<file path="src/hdl/decodePkg.sv">
package decodePkg;

    localparam int xlen = 32;
    localparam int pcWidth = 31;
    localparam int regAddrWidth = 5;

    // low two opcode bits of every 32-bit instruction
    localparam logic [1:0] quadrant32 = 2'b11;

    typedef logic [xlen-1:0] word_t;
    typedef logic [regAddrWidth-1:0] regAddr_t;

    // major opcodes, quadrant bits included
    typedef enum logic [6:0] {
        opcLui    = 7'b0110111,
        opcAuipc  = 7'b0010111,
        opcJal    = 7'b1101111,
        opcJalr   = 7'b1100111,
        opcLoad   = 7'b0000011,
        opcStore  = 7'b0100011,
        opcBranch = 7'b1100011,
        opcRegImm = 7'b0010011,
        opcRegReg = 7'b0110011,
        opcEnv    = 7'b1110011
    } majorOp_e;

    typedef enum logic [1:0] {
        fuInt = 2'd0,
        fuLsu = 2'd1,
        fuMul = 2'd2,
        fuDiv = 2'd3
    } funcUnit_e;

    // one code per micro-op across all units
    typedef enum logic [5:0] {
        intAdd,
        intSub,
        intSll,
        intSlt,
        intSltu,
        intXor,
        intSrl,
        intSra,
        intOr,
        intAnd,
        intLui,
        intAuipc,
        intJal,
        intJalr,
        intSys,
        intBeq,
        intBne,
        intBlt,
        intBge,
        intBltu,
        intBgeu,
        lsuLb,
        lsuLh,
        lsuLw,
        lsuLbu,
        lsuLhu,
        lsuSb,
        lsuSh,
        lsuSw,
        mulMul,
        mulMulh,
        mulMulsu,
        mulMulu,
        divDiv,
        divDivu,
        divRem,
        divRemu,
        intUndefined = 6'h3f
    } uopOpcode_e;

    typedef enum logic [2:0] {
        immNone,
        immI,
        immS,
        immU,
        immJal,
        immBranch
    } immFormat_e;

endpackage

</file>
<file path="src/hdl/immGen.sv">
`timescale 1ns/1ps

module immGen (
    input  decodePkg::word_t      instr,
    input  decodePkg::immFormat_e immFmt,
    input  decodePkg::word_t      pcByte,
    output decodePkg::word_t      imm
);

    decodePkg::word_t immIType;
    decodePkg::word_t immSType;
    decodePkg::word_t immUType;
    decodePkg::word_t jalOffset;
    decodePkg::word_t branchOffset;

    assign immIType = {{20{instr[31]}}, instr[31:20]};
    assign immSType = {{20{instr[31]}}, instr[31:25], instr[11:7]};
    assign immUType = {instr[31:12], 12'b0};

    // scrambled offsets, always even
    assign jalOffset = {{12{instr[31]}}, instr[19:12], instr[20], instr[30:21], 1'b0};
    assign branchOffset = {{20{instr[31]}}, instr[7], instr[30:25], instr[11:8], 1'b0};

    always_comb begin
        case (immFmt)
            decodePkg::immI: imm = immIType;
            decodePkg::immS: imm = immSType;
            decodePkg::immU: imm = immUType;
            // pc-relative formats hand out the target itself
            decodePkg::immJal: imm = pcByte + jalOffset;
            decodePkg::immBranch: imm = pcByte + branchOffset;
            default: imm = '0;
        endcase
    end

endmodule

</file>
<file path="src/hdl/intOpDecode.sv">
`timescale 1ns/1ps

module intOpDecode (
    input  decodePkg::word_t      instr,
    output decodePkg::uopOpcode_e regImmOp,
    output logic                  regImmIllegal,
    output decodePkg::uopOpcode_e regRegOp,
    output decodePkg::funcUnit_e  regRegFu,
    output logic                  regRegIllegal,
    output decodePkg::uopOpcode_e branchOp,
    output logic                  branchIllegal
);

    logic [2:0] funct3;
    logic [6:0] funct7;

    assign funct3 = instr[14:12];
    assign funct7 = instr[31:25];

    // register-immediate view
    always_comb begin
        regImmIllegal = (funct3 == 3'd1 && funct7 != 7'h00) ||
                        (funct3 == 3'd5 && funct7 != 7'h00 && funct7 != 7'h20);
        case (funct3)
            3'd0: regImmOp = decodePkg::intAdd;
            3'd1: regImmOp = decodePkg::intSll;
            3'd2: regImmOp = decodePkg::intSlt;
            3'd3: regImmOp = decodePkg::intSltu;
            3'd4: regImmOp = decodePkg::intXor;
            3'd5: regImmOp = (funct7 == 7'h20) ? decodePkg::intSra : decodePkg::intSrl;
            3'd6: regImmOp = decodePkg::intOr;
            default: regImmOp = decodePkg::intAnd;
        endcase
    end

    // register-register view, M extension included
    always_comb begin
        regRegOp = decodePkg::intUndefined;
        regRegFu = decodePkg::fuInt;
        regRegIllegal = 1'b1;
        if (funct7 == 7'h00) begin
            regRegIllegal = 1'b0;
            case (funct3)
                3'd0: regRegOp = decodePkg::intAdd;
                3'd1: regRegOp = decodePkg::intSll;
                3'd2: regRegOp = decodePkg::intSlt;
                3'd3: regRegOp = decodePkg::intSltu;
                3'd4: regRegOp = decodePkg::intXor;
                3'd5: regRegOp = decodePkg::intSrl;
                3'd6: regRegOp = decodePkg::intOr;
                default: regRegOp = decodePkg::intAnd;
            endcase
        end else if (funct7 == 7'h01) begin
            regRegIllegal = 1'b0;
            regRegFu = (funct3 < 3'd4) ? decodePkg::fuMul : decodePkg::fuDiv;
            case (funct3)
                3'd0: regRegOp = decodePkg::mulMul;
                3'd1: regRegOp = decodePkg::mulMulh;
                3'd2: regRegOp = decodePkg::mulMulsu;
                3'd3: regRegOp = decodePkg::mulMulu;
                3'd4: regRegOp = decodePkg::divDiv;
                3'd5: regRegOp = decodePkg::divDivu;
                3'd6: regRegOp = decodePkg::divRem;
                default: regRegOp = decodePkg::divRemu;
            endcase
        end else if (funct7 == 7'h20) begin
            regRegIllegal = (funct3 != 3'd0) && (funct3 != 3'd5);
            regRegOp = (funct3 == 3'd0) ? decodePkg::intSub : decodePkg::intSra;
        end
    end

    // branch view
    always_comb begin
        branchIllegal = 1'b0;
        case (funct3)
            3'd0: branchOp = decodePkg::intBeq;
            3'd1: branchOp = decodePkg::intBne;
            3'd4: branchOp = decodePkg::intBlt;
            3'd5: branchOp = decodePkg::intBge;
            3'd6: branchOp = decodePkg::intBltu;
            3'd7: branchOp = decodePkg::intBgeu;
            default: begin
                branchOp = decodePkg::intUndefined;
                branchIllegal = 1'b1;
            end
        endcase
    end

endmodule

</file>
<file path="src/hdl/memOpDecode.sv">
`timescale 1ns/1ps

module memOpDecode (
    input  decodePkg::word_t      instr,
    output decodePkg::uopOpcode_e loadOp,
    output logic                  loadIllegal,
    output decodePkg::uopOpcode_e storeOp,
    output logic                  storeIllegal
);

    logic [2:0] funct3;

    assign funct3 = instr[14:12];

    always_comb begin
        loadIllegal = 1'b0;
        case (funct3)
            3'd0: loadOp = decodePkg::lsuLb;
            3'd1: loadOp = decodePkg::lsuLh;
            3'd2: loadOp = decodePkg::lsuLw;
            3'd4: loadOp = decodePkg::lsuLbu;
            3'd5: loadOp = decodePkg::lsuLhu;
            default: begin
                loadOp = decodePkg::intUndefined;
                loadIllegal = 1'b1;
            end
        endcase
    end

    // only byte, half and word stores exist in rv32
    always_comb begin
        storeIllegal = 1'b0;
        case (funct3)
            3'd0: storeOp = decodePkg::lsuSb;
            3'd1: storeOp = decodePkg::lsuSh;
            3'd2: storeOp = decodePkg::lsuSw;
            default: begin
                storeOp = decodePkg::intUndefined;
                storeIllegal = 1'b1;
            end
        endcase
    end

endmodule

</file>
<file path="src/hdl/opcodeControl.sv">
`timescale 1ns/1ps

module opcodeControl (
    input  decodePkg::word_t      instr,
    input  decodePkg::uopOpcode_e regImmOp,
    input  decodePkg::uopOpcode_e regRegOp,
    input  decodePkg::uopOpcode_e branchOp,
    input  decodePkg::uopOpcode_e loadOp,
    input  decodePkg::uopOpcode_e storeOp,
    input  decodePkg::funcUnit_e  regRegFu,
    input  logic                  regImmIllegal,
    input  logic                  regRegIllegal,
    input  logic                  branchIllegal,
    input  logic                  loadIllegal,
    input  logic                  storeIllegal,
    output decodePkg::immFormat_e immFmt,
    output decodePkg::funcUnit_e  fu,
    output decodePkg::uopOpcode_e opcode,
    output decodePkg::regAddr_t   rs0,
    output decodePkg::regAddr_t   rs1,
    output decodePkg::regAddr_t   rd,
    output logic                  pcA,
    output logic                  immB
);

    logic illegal;

    always_comb begin
        immFmt = decodePkg::immNone;
        fu = decodePkg::fuInt;
        opcode = decodePkg::intUndefined;
        rs0 = '0;
        rs1 = '0;
        rd = '0;
        pcA = 1'b0;
        immB = 1'b0;
        illegal = 1'b1;

        // 16-bit words never match and fall through as illegal
        if (instr[1:0] == decodePkg::quadrant32) begin
            case (instr[6:0])
                decodePkg::opcLui: begin
                    rd = instr[11:7];
                    immB = 1'b1;
                    immFmt = decodePkg::immU;
                    opcode = decodePkg::intLui;
                    illegal = 1'b0;
                end
                decodePkg::opcAuipc: begin
                    rd = instr[11:7];
                    pcA = 1'b1;
                    immB = 1'b1;
                    immFmt = decodePkg::immU;
                    opcode = decodePkg::intAuipc;
                    illegal = 1'b0;
                end
                decodePkg::opcJal: begin
                    rd = instr[11:7];
                    pcA = 1'b1;
                    immB = 1'b1;
                    immFmt = decodePkg::immJal;
                    opcode = decodePkg::intJal;
                    illegal = 1'b0;
                end
                decodePkg::opcJalr: begin
                    // base register goes out on rs1 so srcA can carry the pc
                    rs1 = instr[19:15];
                    rd = instr[11:7];
                    pcA = 1'b1;
                    immFmt = decodePkg::immI;
                    opcode = decodePkg::intJalr;
                    illegal = 1'b0;
                end
                decodePkg::opcLoad: begin
                    rs0 = instr[19:15];
                    rd = instr[11:7];
                    immB = 1'b1;
                    immFmt = decodePkg::immI;
                    fu = decodePkg::fuLsu;
                    opcode = loadOp;
                    illegal = loadIllegal;
                end
                decodePkg::opcStore: begin
                    rs0 = instr[19:15];
                    rs1 = instr[24:20];
                    immFmt = decodePkg::immS;
                    fu = decodePkg::fuLsu;
                    opcode = storeOp;
                    illegal = storeIllegal;
                end
                decodePkg::opcBranch: begin
                    rs0 = instr[19:15];
                    rs1 = instr[24:20];
                    immFmt = decodePkg::immBranch;
                    opcode = branchOp;
                    illegal = branchIllegal;
                end
                decodePkg::opcRegImm: begin
                    rs0 = instr[19:15];
                    rd = instr[11:7];
                    immB = 1'b1;
                    immFmt = decodePkg::immI;
                    opcode = regImmOp;
                    illegal = regImmIllegal;
                end
                decodePkg::opcRegReg: begin
                    rs0 = instr[19:15];
                    rs1 = instr[24:20];
                    rd = instr[11:7];
                    fu = regRegFu;
                    opcode = regRegOp;
                    illegal = regRegIllegal;
                end
                decodePkg::opcEnv: begin
                    pcA = 1'b1;
                    immB = 1'b1;
                    immFmt = decodePkg::immI;
                    opcode = decodePkg::intSys;
                    illegal = 1'b0;
                end
                default: ;
            endcase
        end

        if (illegal) begin
            opcode = decodePkg::intUndefined;
            fu = decodePkg::fuInt;
        end
    end

endmodule

</file>
<file path="src/hdl/uopStage.sv">
`timescale 1ns/1ps

module uopStage (
    input  logic                  clk,
    input  logic                  reset,
    input  logic                  en,
    input  logic                  inValid,
    input  decodePkg::word_t      pcByte,
    input  decodePkg::word_t      imm,
    input  decodePkg::funcUnit_e  fu,
    input  decodePkg::uopOpcode_e opcode,
    input  decodePkg::regAddr_t   rs0,
    input  decodePkg::regAddr_t   rs1,
    input  decodePkg::regAddr_t   rd,
    input  logic                  pcA,
    input  logic                  immB,
    output logic                  uopValid,
    output decodePkg::word_t      uopPc,
    output decodePkg::word_t      uopImm,
    output decodePkg::funcUnit_e  uopFu,
    output decodePkg::uopOpcode_e uopOpcode,
    output decodePkg::regAddr_t   uopRs0,
    output decodePkg::regAddr_t   uopRs1,
    output decodePkg::regAddr_t   uopRd,
    output logic                  uopPcA,
    output logic                  uopImmB
);

    always_ff @(posedge clk) begin
        if (reset) begin
            uopValid <= 1'b0;
            uopPc <= '0;
            uopImm <= '0;
            uopFu <= decodePkg::fuInt;
            uopOpcode <= decodePkg::uopOpcode_e'('0);
            uopRs0 <= '0;
            uopRs1 <= '0;
            uopRd <= '0;
            uopPcA <= 1'b0;
            uopImmB <= 1'b0;
        end else begin
            // a stall only drops valid, fields still follow the input
            uopValid <= inValid && en;
            uopPc <= pcByte;
            uopImm <= imm;
            uopFu <= fu;
            uopOpcode <= opcode;
            uopRs0 <= rs0;
            uopRs1 <= rs1;
            uopRd <= rd;
            uopPcA <= pcA;
            uopImmB <= immB;
        end
    end

endmodule

</file>
<file path="src/hdl/instrDecoder.sv">
`timescale 1ns/1ps

module instrDecoder #(
    parameter int numUops = 2
) (
    input  logic                         clk,
    input  logic                         reset,
    input  logic                         en,
    input  decodePkg::word_t             instr     [numUops-1:0],
    input  logic [decodePkg::pcWidth-1:0] pc       [numUops-1:0],
    input  logic                         inValid   [numUops-1:0],
    output logic                         uopValid  [numUops-1:0],
    output decodePkg::word_t             uopPc     [numUops-1:0],
    output decodePkg::word_t             uopImm    [numUops-1:0],
    output decodePkg::regAddr_t          uopRs0    [numUops-1:0],
    output decodePkg::regAddr_t          uopRs1    [numUops-1:0],
    output decodePkg::regAddr_t          uopRd     [numUops-1:0],
    output decodePkg::funcUnit_e         uopFu     [numUops-1:0],
    output decodePkg::uopOpcode_e        uopOpcode [numUops-1:0],
    output logic                         uopPcA    [numUops-1:0],
    output logic                         uopImmB   [numUops-1:0]
);

    for (genvar lane = 0; lane < numUops; lane++) begin : laneGen
        decodePkg::word_t pcByte;
        decodePkg::word_t imm;
        decodePkg::immFormat_e immFmt;
        decodePkg::funcUnit_e fu;
        decodePkg::funcUnit_e regRegFu;
        decodePkg::uopOpcode_e opcode;
        decodePkg::uopOpcode_e regImmOp;
        decodePkg::uopOpcode_e regRegOp;
        decodePkg::uopOpcode_e branchOp;
        decodePkg::uopOpcode_e loadOp;
        decodePkg::uopOpcode_e storeOp;
        decodePkg::regAddr_t rs0;
        decodePkg::regAddr_t rs1;
        decodePkg::regAddr_t rd;
        logic pcA;
        logic immB;
        logic regImmIllegal;
        logic regRegIllegal;
        logic branchIllegal;
        logic loadIllegal;
        logic storeIllegal;

        // pc arrives as a halfword address
        assign pcByte = {pc[lane], 1'b0};

        intOpDecode intOpDecode0 (
            .instr(instr[lane]),
            .regImmOp(regImmOp),
            .regImmIllegal(regImmIllegal),
            .regRegOp(regRegOp),
            .regRegFu(regRegFu),
            .regRegIllegal(regRegIllegal),
            .branchOp(branchOp),
            .branchIllegal(branchIllegal)
        );

        memOpDecode memOpDecode0 (
            .instr(instr[lane]),
            .loadOp(loadOp),
            .loadIllegal(loadIllegal),
            .storeOp(storeOp),
            .storeIllegal(storeIllegal)
        );

        opcodeControl opcodeControl0 (
            .instr(instr[lane]),
            .regImmOp(regImmOp),
            .regRegOp(regRegOp),
            .branchOp(branchOp),
            .loadOp(loadOp),
            .storeOp(storeOp),
            .regRegFu(regRegFu),
            .regImmIllegal(regImmIllegal),
            .regRegIllegal(regRegIllegal),
            .branchIllegal(branchIllegal),
            .loadIllegal(loadIllegal),
            .storeIllegal(storeIllegal),
            .immFmt(immFmt),
            .fu(fu),
            .opcode(opcode),
            .rs0(rs0),
            .rs1(rs1),
            .rd(rd),
            .pcA(pcA),
            .immB(immB)
        );

        immGen immGen0 (
            .instr(instr[lane]),
            .immFmt(immFmt),
            .pcByte(pcByte),
            .imm(imm)
        );

        uopStage uopStage0 (
            .clk(clk),
            .reset(reset),
            .en(en),
            .inValid(inValid[lane]),
            .pcByte(pcByte),
            .imm(imm),
            .fu(fu),
            .opcode(opcode),
            .rs0(rs0),
            .rs1(rs1),
            .rd(rd),
            .pcA(pcA),
            .immB(immB),
            .uopValid(uopValid[lane]),
            .uopPc(uopPc[lane]),
            .uopImm(uopImm[lane]),
            .uopFu(uopFu[lane]),
            .uopOpcode(uopOpcode[lane]),
            .uopRs0(uopRs0[lane]),
            .uopRs1(uopRs1[lane]),
            .uopRd(uopRd[lane]),
            .uopPcA(uopPcA[lane]),
            .uopImmB(uopImmB[lane])
        );
    end

endmodule

</file>
<file path="config.mk">
export PLATFORM = sky130hd
export DESIGN_NAME = instrDecoder
export DESIGN_NICKNAME = d
export VERILOG_FILES = /design/src/hdl/decodePkg.sv /design/src/hdl/immGen.sv /design/src/hdl/intOpDecode.sv /design/src/hdl/memOpDecode.sv /design/src/hdl/opcodeControl.sv /design/src/hdl/uopStage.sv /design/src/hdl/instrDecoder.sv
export SDC_FILE = /design/constraint.sdc
export NUM_CORES = 1
export LEC_CHECK = 0
export BUFFER_PORTS_ARGS = -buffer_cell sky130_fd_sc_hd__buf_2
export CORE_MARGIN = 2
export CORE_UTILIZATION = 45
export CTS_BUF_LIST = sky130_fd_sc_hd__clkbuf_2 sky130_fd_sc_hd__clkbuf_4 sky130_fd_sc_hd__clkbuf_8
export CTS_CLUSTER_SIZE = 40
export DETAILED_ROUTE_END_ITERATION = 10
export PLACE_DENSITY = 0.75
export REMOVE_ABC_BUFFERS = 1
export SYNTH_ARGS = -nofsm -noshare
export SYNTH_HDL_FRONTEND = slang
export SYNTH_SLANG_ARGS = --single-unit
export TNS_END_PERCENT = 20
</file>
<file path="constraint.sdc">
create_clock -name clk -period 3.9 [get_ports clk]
set_input_delay 0.78 -clock clk [delete_from_list [all_inputs] [get_ports clk]]
set_output_delay 0.78 -clock clk [all_outputs]
set_load 0.02 [all_outputs]
</file>
# --- Yosys cells after proc, flatten, opt, wreduce, memory -nomap -nowiden ---
# Cells that the tools add are included.
op_classes:
  n_addsub: 4
  magnitude_cmp: 2
  n_eq_ne: 54
  mux: 64
  n_bitwise: 6
  reduce_logical: 52
ops:
  columns: ["op", "count"]
  rows:
  - ["$pmux 32 s5", 2]
  - ["$pmux 6 s7", 4]
  - ["$add 32x32->32", 4]
  - ["$pmux 6 s10", 2]
  - ["$pmux 6 s6", 2]
  - ["$mux 6", 10]
  - ["$pmux 6 s5", 2]
  - ["$eq 7x6->1 const B", 8]
  - ["$eq 7x7->1 const B", 8]
  - ["$pmux 4 s7", 2]
  - ["$eq 3x3->1 const B", 12]
  - ["$pmux 6 s3", 2]
  - ["$pmux 3 s5", 2]
  - ["$reduce_or 3->1", 10]
  - ["$reduce_or 5->1", 6]
  - ["$eq 7x5->1 const B", 4]
  - ["$eq 3x2->1 const B", 8]
  - ["$reduce_or 6->1", 4]
  - ["$mux 1", 22]
  - ["$pmux 5 s2", 2]
  - ["$reduce_or 4->1", 4]
  - ["$eq 7x1->1 const B", 2]
  - ["$eq 7x2->1 const B", 2]
  - ["$logic_not 7->1", 2]
  - ["17 further kinds", 56]
totals:
  ff_bits: 180
  inputBits: 131
  output_inout_bits: 180

# --- Depth between registers and ports, before layout ---
depth:
  depth_word: 8
  mapped_depth: 16
  ltp_nobuf: 15

# --- Cells and area by module ---
# Synthesis repeated with hierarchy kept, for this count alone.
hier_totals:
  hier_cells: 1516
  area_unflattened_um2: 12210.5
by_module_without_submodules:
  columns: ["module", "instances", "cells_per_inst", "area_each_um2", "seq_area_each_um2"]
  rows:
  - ["uopStage", 2, 190, 2423.6, 1801.7]
  - ["immGen (laneGen[0].immGen0)", 1, 358, 2381.0, 0.0]
  - ["immGen (laneGen[1].immGen0)", 1, 361, 2290.9, 0.0]
  - ["opcodeControl", 2, 125, 837.1, 0.0]
  - ["intOpDecode", 2, 64, 391.6, 0.0]
  - ["memOpDecode", 2, 19, 115.1, 0.0]
  - ["instrDecoder", 1, 1, 3.8, 0.0]

# --- Least setup slack after synthesis ---
# Ideal clock, no wire load.
synth_path:
  kind: "in2reg"
  startpoint: "input instr[35] in the netlist's numbering"
  endpoint: "register laneGen[1].uopStage0.uopImm[24]"
  t_arrival_ns: 3.871
  t_required_ns: 3.766
  path_slack_ns: -0.104
  path_stages: 14
  path_cell_list: "buf_2 nor3_1 nand2_1 clkbuf_1 mux2_2 ha_1 o21ai_1 o21a_1 nor2_1 a311o_1 o21a_1 a221oi_2 xor2_1 o22ai_1"
synth_via:
  elab_chain_len: 6
  word_cells_on_any_way: 19
  classes_between: "14 x eq/ne; 3 x mux; 2 x reduce/logical"
synth_lines:
  columns: ["element", "line_no", "text"]
  rows:
  - ["from (decl)", "instrDecoder.sv:9", "input decodePkg::word_t instr [numUops-1:0],"]
  - ["$eq 7x7->1 (tied with other cells)", "opcodeControl.sv:41", "case (instr[6:0])"]
  - ["$reduce_or 4->1 (no source line) or $reduce_or 2->1 (tied branches)", null, null]
  - ["$pmux 3 s5 (*)", "opcodeControl.sv:41", null]
  - ["$mux 3 (*)", "opcodeControl.sv:40", "if (instr[1:0] == decodePkg::quadrant32) begin"]
  - ["$eq 3x3->1 (tied with other cells)", "immGen.sv:25", "case (immFmt)"]
  - ["$pmux 32 s5 (*)", "immGen.sv:25", null]
  - ["to (signal assigned)", "uopStage.sv:45", "uopImm <= imm;"]
  - ["to (decl)", "uopStage.sv:19", "output decodePkg::word_t uopImm,"]
# Every way passes the cells marked *; elsewhere a longest branch is shown, timed or not.
# A chain may end at the register's enable or synchronous reset.

# --- Worst setup path in the final report ---
layout_path:
  startpoint: "input instr[38] in the netlist's numbering"
  endpoint: "register laneGen[1].uopStage0.uopImm[24]"
# Same word-level chain as after synthesis.

==> run metrics <==
Worst setup SP type primary input; status finished clean; most used cell, CP o21a_1; synth cell count leaders 178 x dfxtp_1, 140 x a21oi_1, 111 x nor2_1, 80 x nand2_1, 71 x nor2b_1; Cell variety after synth 88; final WL roughly 36 mm; min Tclk post-route ~3.5 ns; f_max 0.282 GHz; crit path kind in -> reg; Vias 11.2k; DR iter-0 viols 893; Vias/cell 5.79; Syn Std Cell Area 10600 um2; Synth area leader dfxtp_1; critical path fanouts, max 7; Slew HR 35.8%; dpl ws -0.130 ns; Core Area between 20000 and 25000 um2; ys flop type dfxtp_1; slowest stage delay, CP 0.38 ns; Critical Path RT 4.24 ns; Post-synth EDFFs 0; top-count cell post-synth dfxtp_1; post-cts hold buffer count 0; Root Buffer clkbuf_8; clock buffer depth 2; CTS clk-pin slew, worst paths 0.11 ns; post-route cell area 13100 um2; Critical Path End Type register; sequential share of the synthesized area 33.7%; Synth top area share between 30 and 40%; Synth Instances 1274; power per standard cell area 323 nW/um2; TritonRoute pass-1 iters 7; DRC errors left 0; Die ar. about 25000 um2; crit path DAT 3.89 ns; setup violation total in the final timing report 0; Routed Antenna Nets 0; clk sinks 178; Max Cap Viol 0; worst setup path endpoint laneGen[1].uopStage0.uopImm[24]; Slowest cell on crit path a311o_1; num ports 311; Max VDD drop 0.203 mV; H-tree depth 4; CP startpoint instr[38]; vias in the first global route 10.5k; Synth warnings 0; worst path cell trace buf_2 -> nor2b_1 -> and2_0 -> nand2_1 -> buf_4 -> mux2_2 -> ha_1 -> a211oi_2 -> o21a_1 -> nor2_1 -> a311o_1 -> o21a_1 -> a221oi_2 -> xor2_1 -> o22ai_1; Leakage 5.95 nW; gr ovfl total 0; DP HPWL 28.5 mm; initial antenna violation count 3; nets 1797; Worst-Margin Slew 0.962 ns; port buffer count 308; Initial Util approximately 45%; TritonCTS clock tree done; hold crit path type in -> reg; setup slack after layout 0.352 ns; Die H approximately 160 um; setup repair after global routing missed its margin no; total number of cells along the worst setup path 15; synth top area cells dfxtp_1 34%, ha_1 7.8%, a21oi_1 6.6%, nor2b_1 4.2%, nor2_1 3.9%; drt wl/cell 18.8 um; GP Congestion 0.955; die width about 160 um; share of cells above drive strength 1 28.7%; row count 56; Area Overhead vs Synth 24.1%; delay-heaviest family, CP compound AO/OA/AOI/OAI gates; Buf+Inv Stages, Crit Path 2; post-cts sizing count 0; first-pass GRT wire length 55.6 mm; placed cell areas 12700 um2; Final Cycle Share 91.0%; total track usage 28.7%; syn avg cell area a little over 8 um2; postcts setup bufs 0; Final Hold Viols 0; largest net degree at the start of global routing a little over 60; ys async rst share 0%; Seq cells post-synth 178; Num CTS Buffers 17; Slew Viols, Final 0
==> power breakdown <==
part / total (mW) / internal, mW / switching (mW)
Clock: 1.28 / 0.490 / 0.790
Sequential: 1.87 / 1.86 / 0.00974
Combinational: 1.08 / 0.434 / 0.650
==> worst min-delay path by stage <==
stage	endpoint	cells after the start	slack [ns]	start
after floorplan	laneGen[0].uopStage0.uopPc[2]	1	0.85	reset
after global placement	laneGen[1].uopStage0.uopPc[22]	2	1.01	pc[52]
after detailed placement	laneGen[1].uopStage0.uopPc[28]	2	1.02	pc[58]
after CTS	laneGen[1].uopStage0.uopPc[25]	2	0.50	pc[55]
after global routing	laneGen[1].uopStage0.uopPc[23]	2	0.52	pc[53]
final	laneGen[1].uopStage0.uopPc[25]	2	0.52	pc[55]
==> metrics by stage <==
stage / power, mW / setup TNS, ns / hold slack (ns) / std cells / utilization (%)
global route: 4.44 / 0 / 0.520 / 1932 / 56.4
floorplan: 2.55 / -0.989 / 0.847 / 1197 / -
CTS: 4.25 / 0 / 0.498 / 1930 / 56.4
global placement: 2.97 / -0.146 / 1.01 / 1898 / 54.7
detailed placement: 2.98 / -0.588 / 1.02 / 1898 / 54.7
finish: 4.24 / 0 / 0.518 / 1932 / 56.4
==> registers in the layout, indices dropped and copies added (netlist names) <==
register / flops
laneGen.uopStage0.uopFu: 4
laneGen.uopStage0.uopImm: 64
laneGen.uopStage0.uopOpcode: 12
laneGen.uopStage0.uopValid: 2
laneGen.uopStage0.uopPc: 62
laneGen.uopStage0.uopRd: 10
laneGen.uopStage0.uopPcA: 2
laneGen.uopStage0.uopRs1: 10
laneGen.uopStage0.uopImmB: 2
laneGen.uopStage0.uopRs0: 10
==> routing by layer <==
| metal | part of all wire (%) | up-vias | track usage, % |
|---|---|---|---|
| li1 | - | 5272 | - |
| met1 | 40 | 5175 | 34.7 |
| met2 | 47 | 625 | 49.1 |
| met3 | 8.9 | 104 | 5.75 |
| met4 | 4.2 | 2 | 13.3 |
| met5 | 0.030 | - | 0 |
==> cell type report <==
cell class	count	area, um2
clock buffer	18	248
multi-input combinational	993	6570
clock inverter	14	141
sequential	178	3560
antenna	2	5.00
tap	319	399
fill	2208	10100
inverter	26	97.6
timing repair buffer	382	2100
==> placed cells by master (no fill, tap or decap), drive strengths merged, types with 5 or more instances in the layout <==
cell / instances
buf: 382
dfxtp: 178
a21oi: 141
nor2: 113
nand2: 81
nor2b: 71
o21ai: 68
ha: 66
a21o: 36
inv: 33
and2: 27
nand3: 26
xor2: 26
nor3: 25
a22oi: 24
xnor2: 22
nand2b: 20
a31oi: 20
o22ai: 19
a221oi: 19
clkbuf: 18
o21bai: 15
and3: 14
o21a: 14
or3: 13
a211oi: 13
mux2: 11
nand4: 10
or2: 9
o211ai: 6
nand3b: 6
a211o: 5
a222oi: 5
a21boi: 5
==> logic make-up after synthesis <==
| logic type | after synthesis | synth area share (%) |
|---|---|---|
| multiplexers | 14 | 1.46 |
| adder cells (fa/ha/maj) | 68 | 8.19 |
| flip-flops | 178 | 33.7 |
| AND/OR/NAND/NOR | 436 | 21.7 |
| XOR/XNOR | 48 | 3.98 |
| AO/OA/AOI/OAI | 425 | 26.6 |
| other | 1 | 0.0355 |
| buffers and inverters | 104 | 4.40 |
No activity file was read; power rests on OpenSTA's default activity.
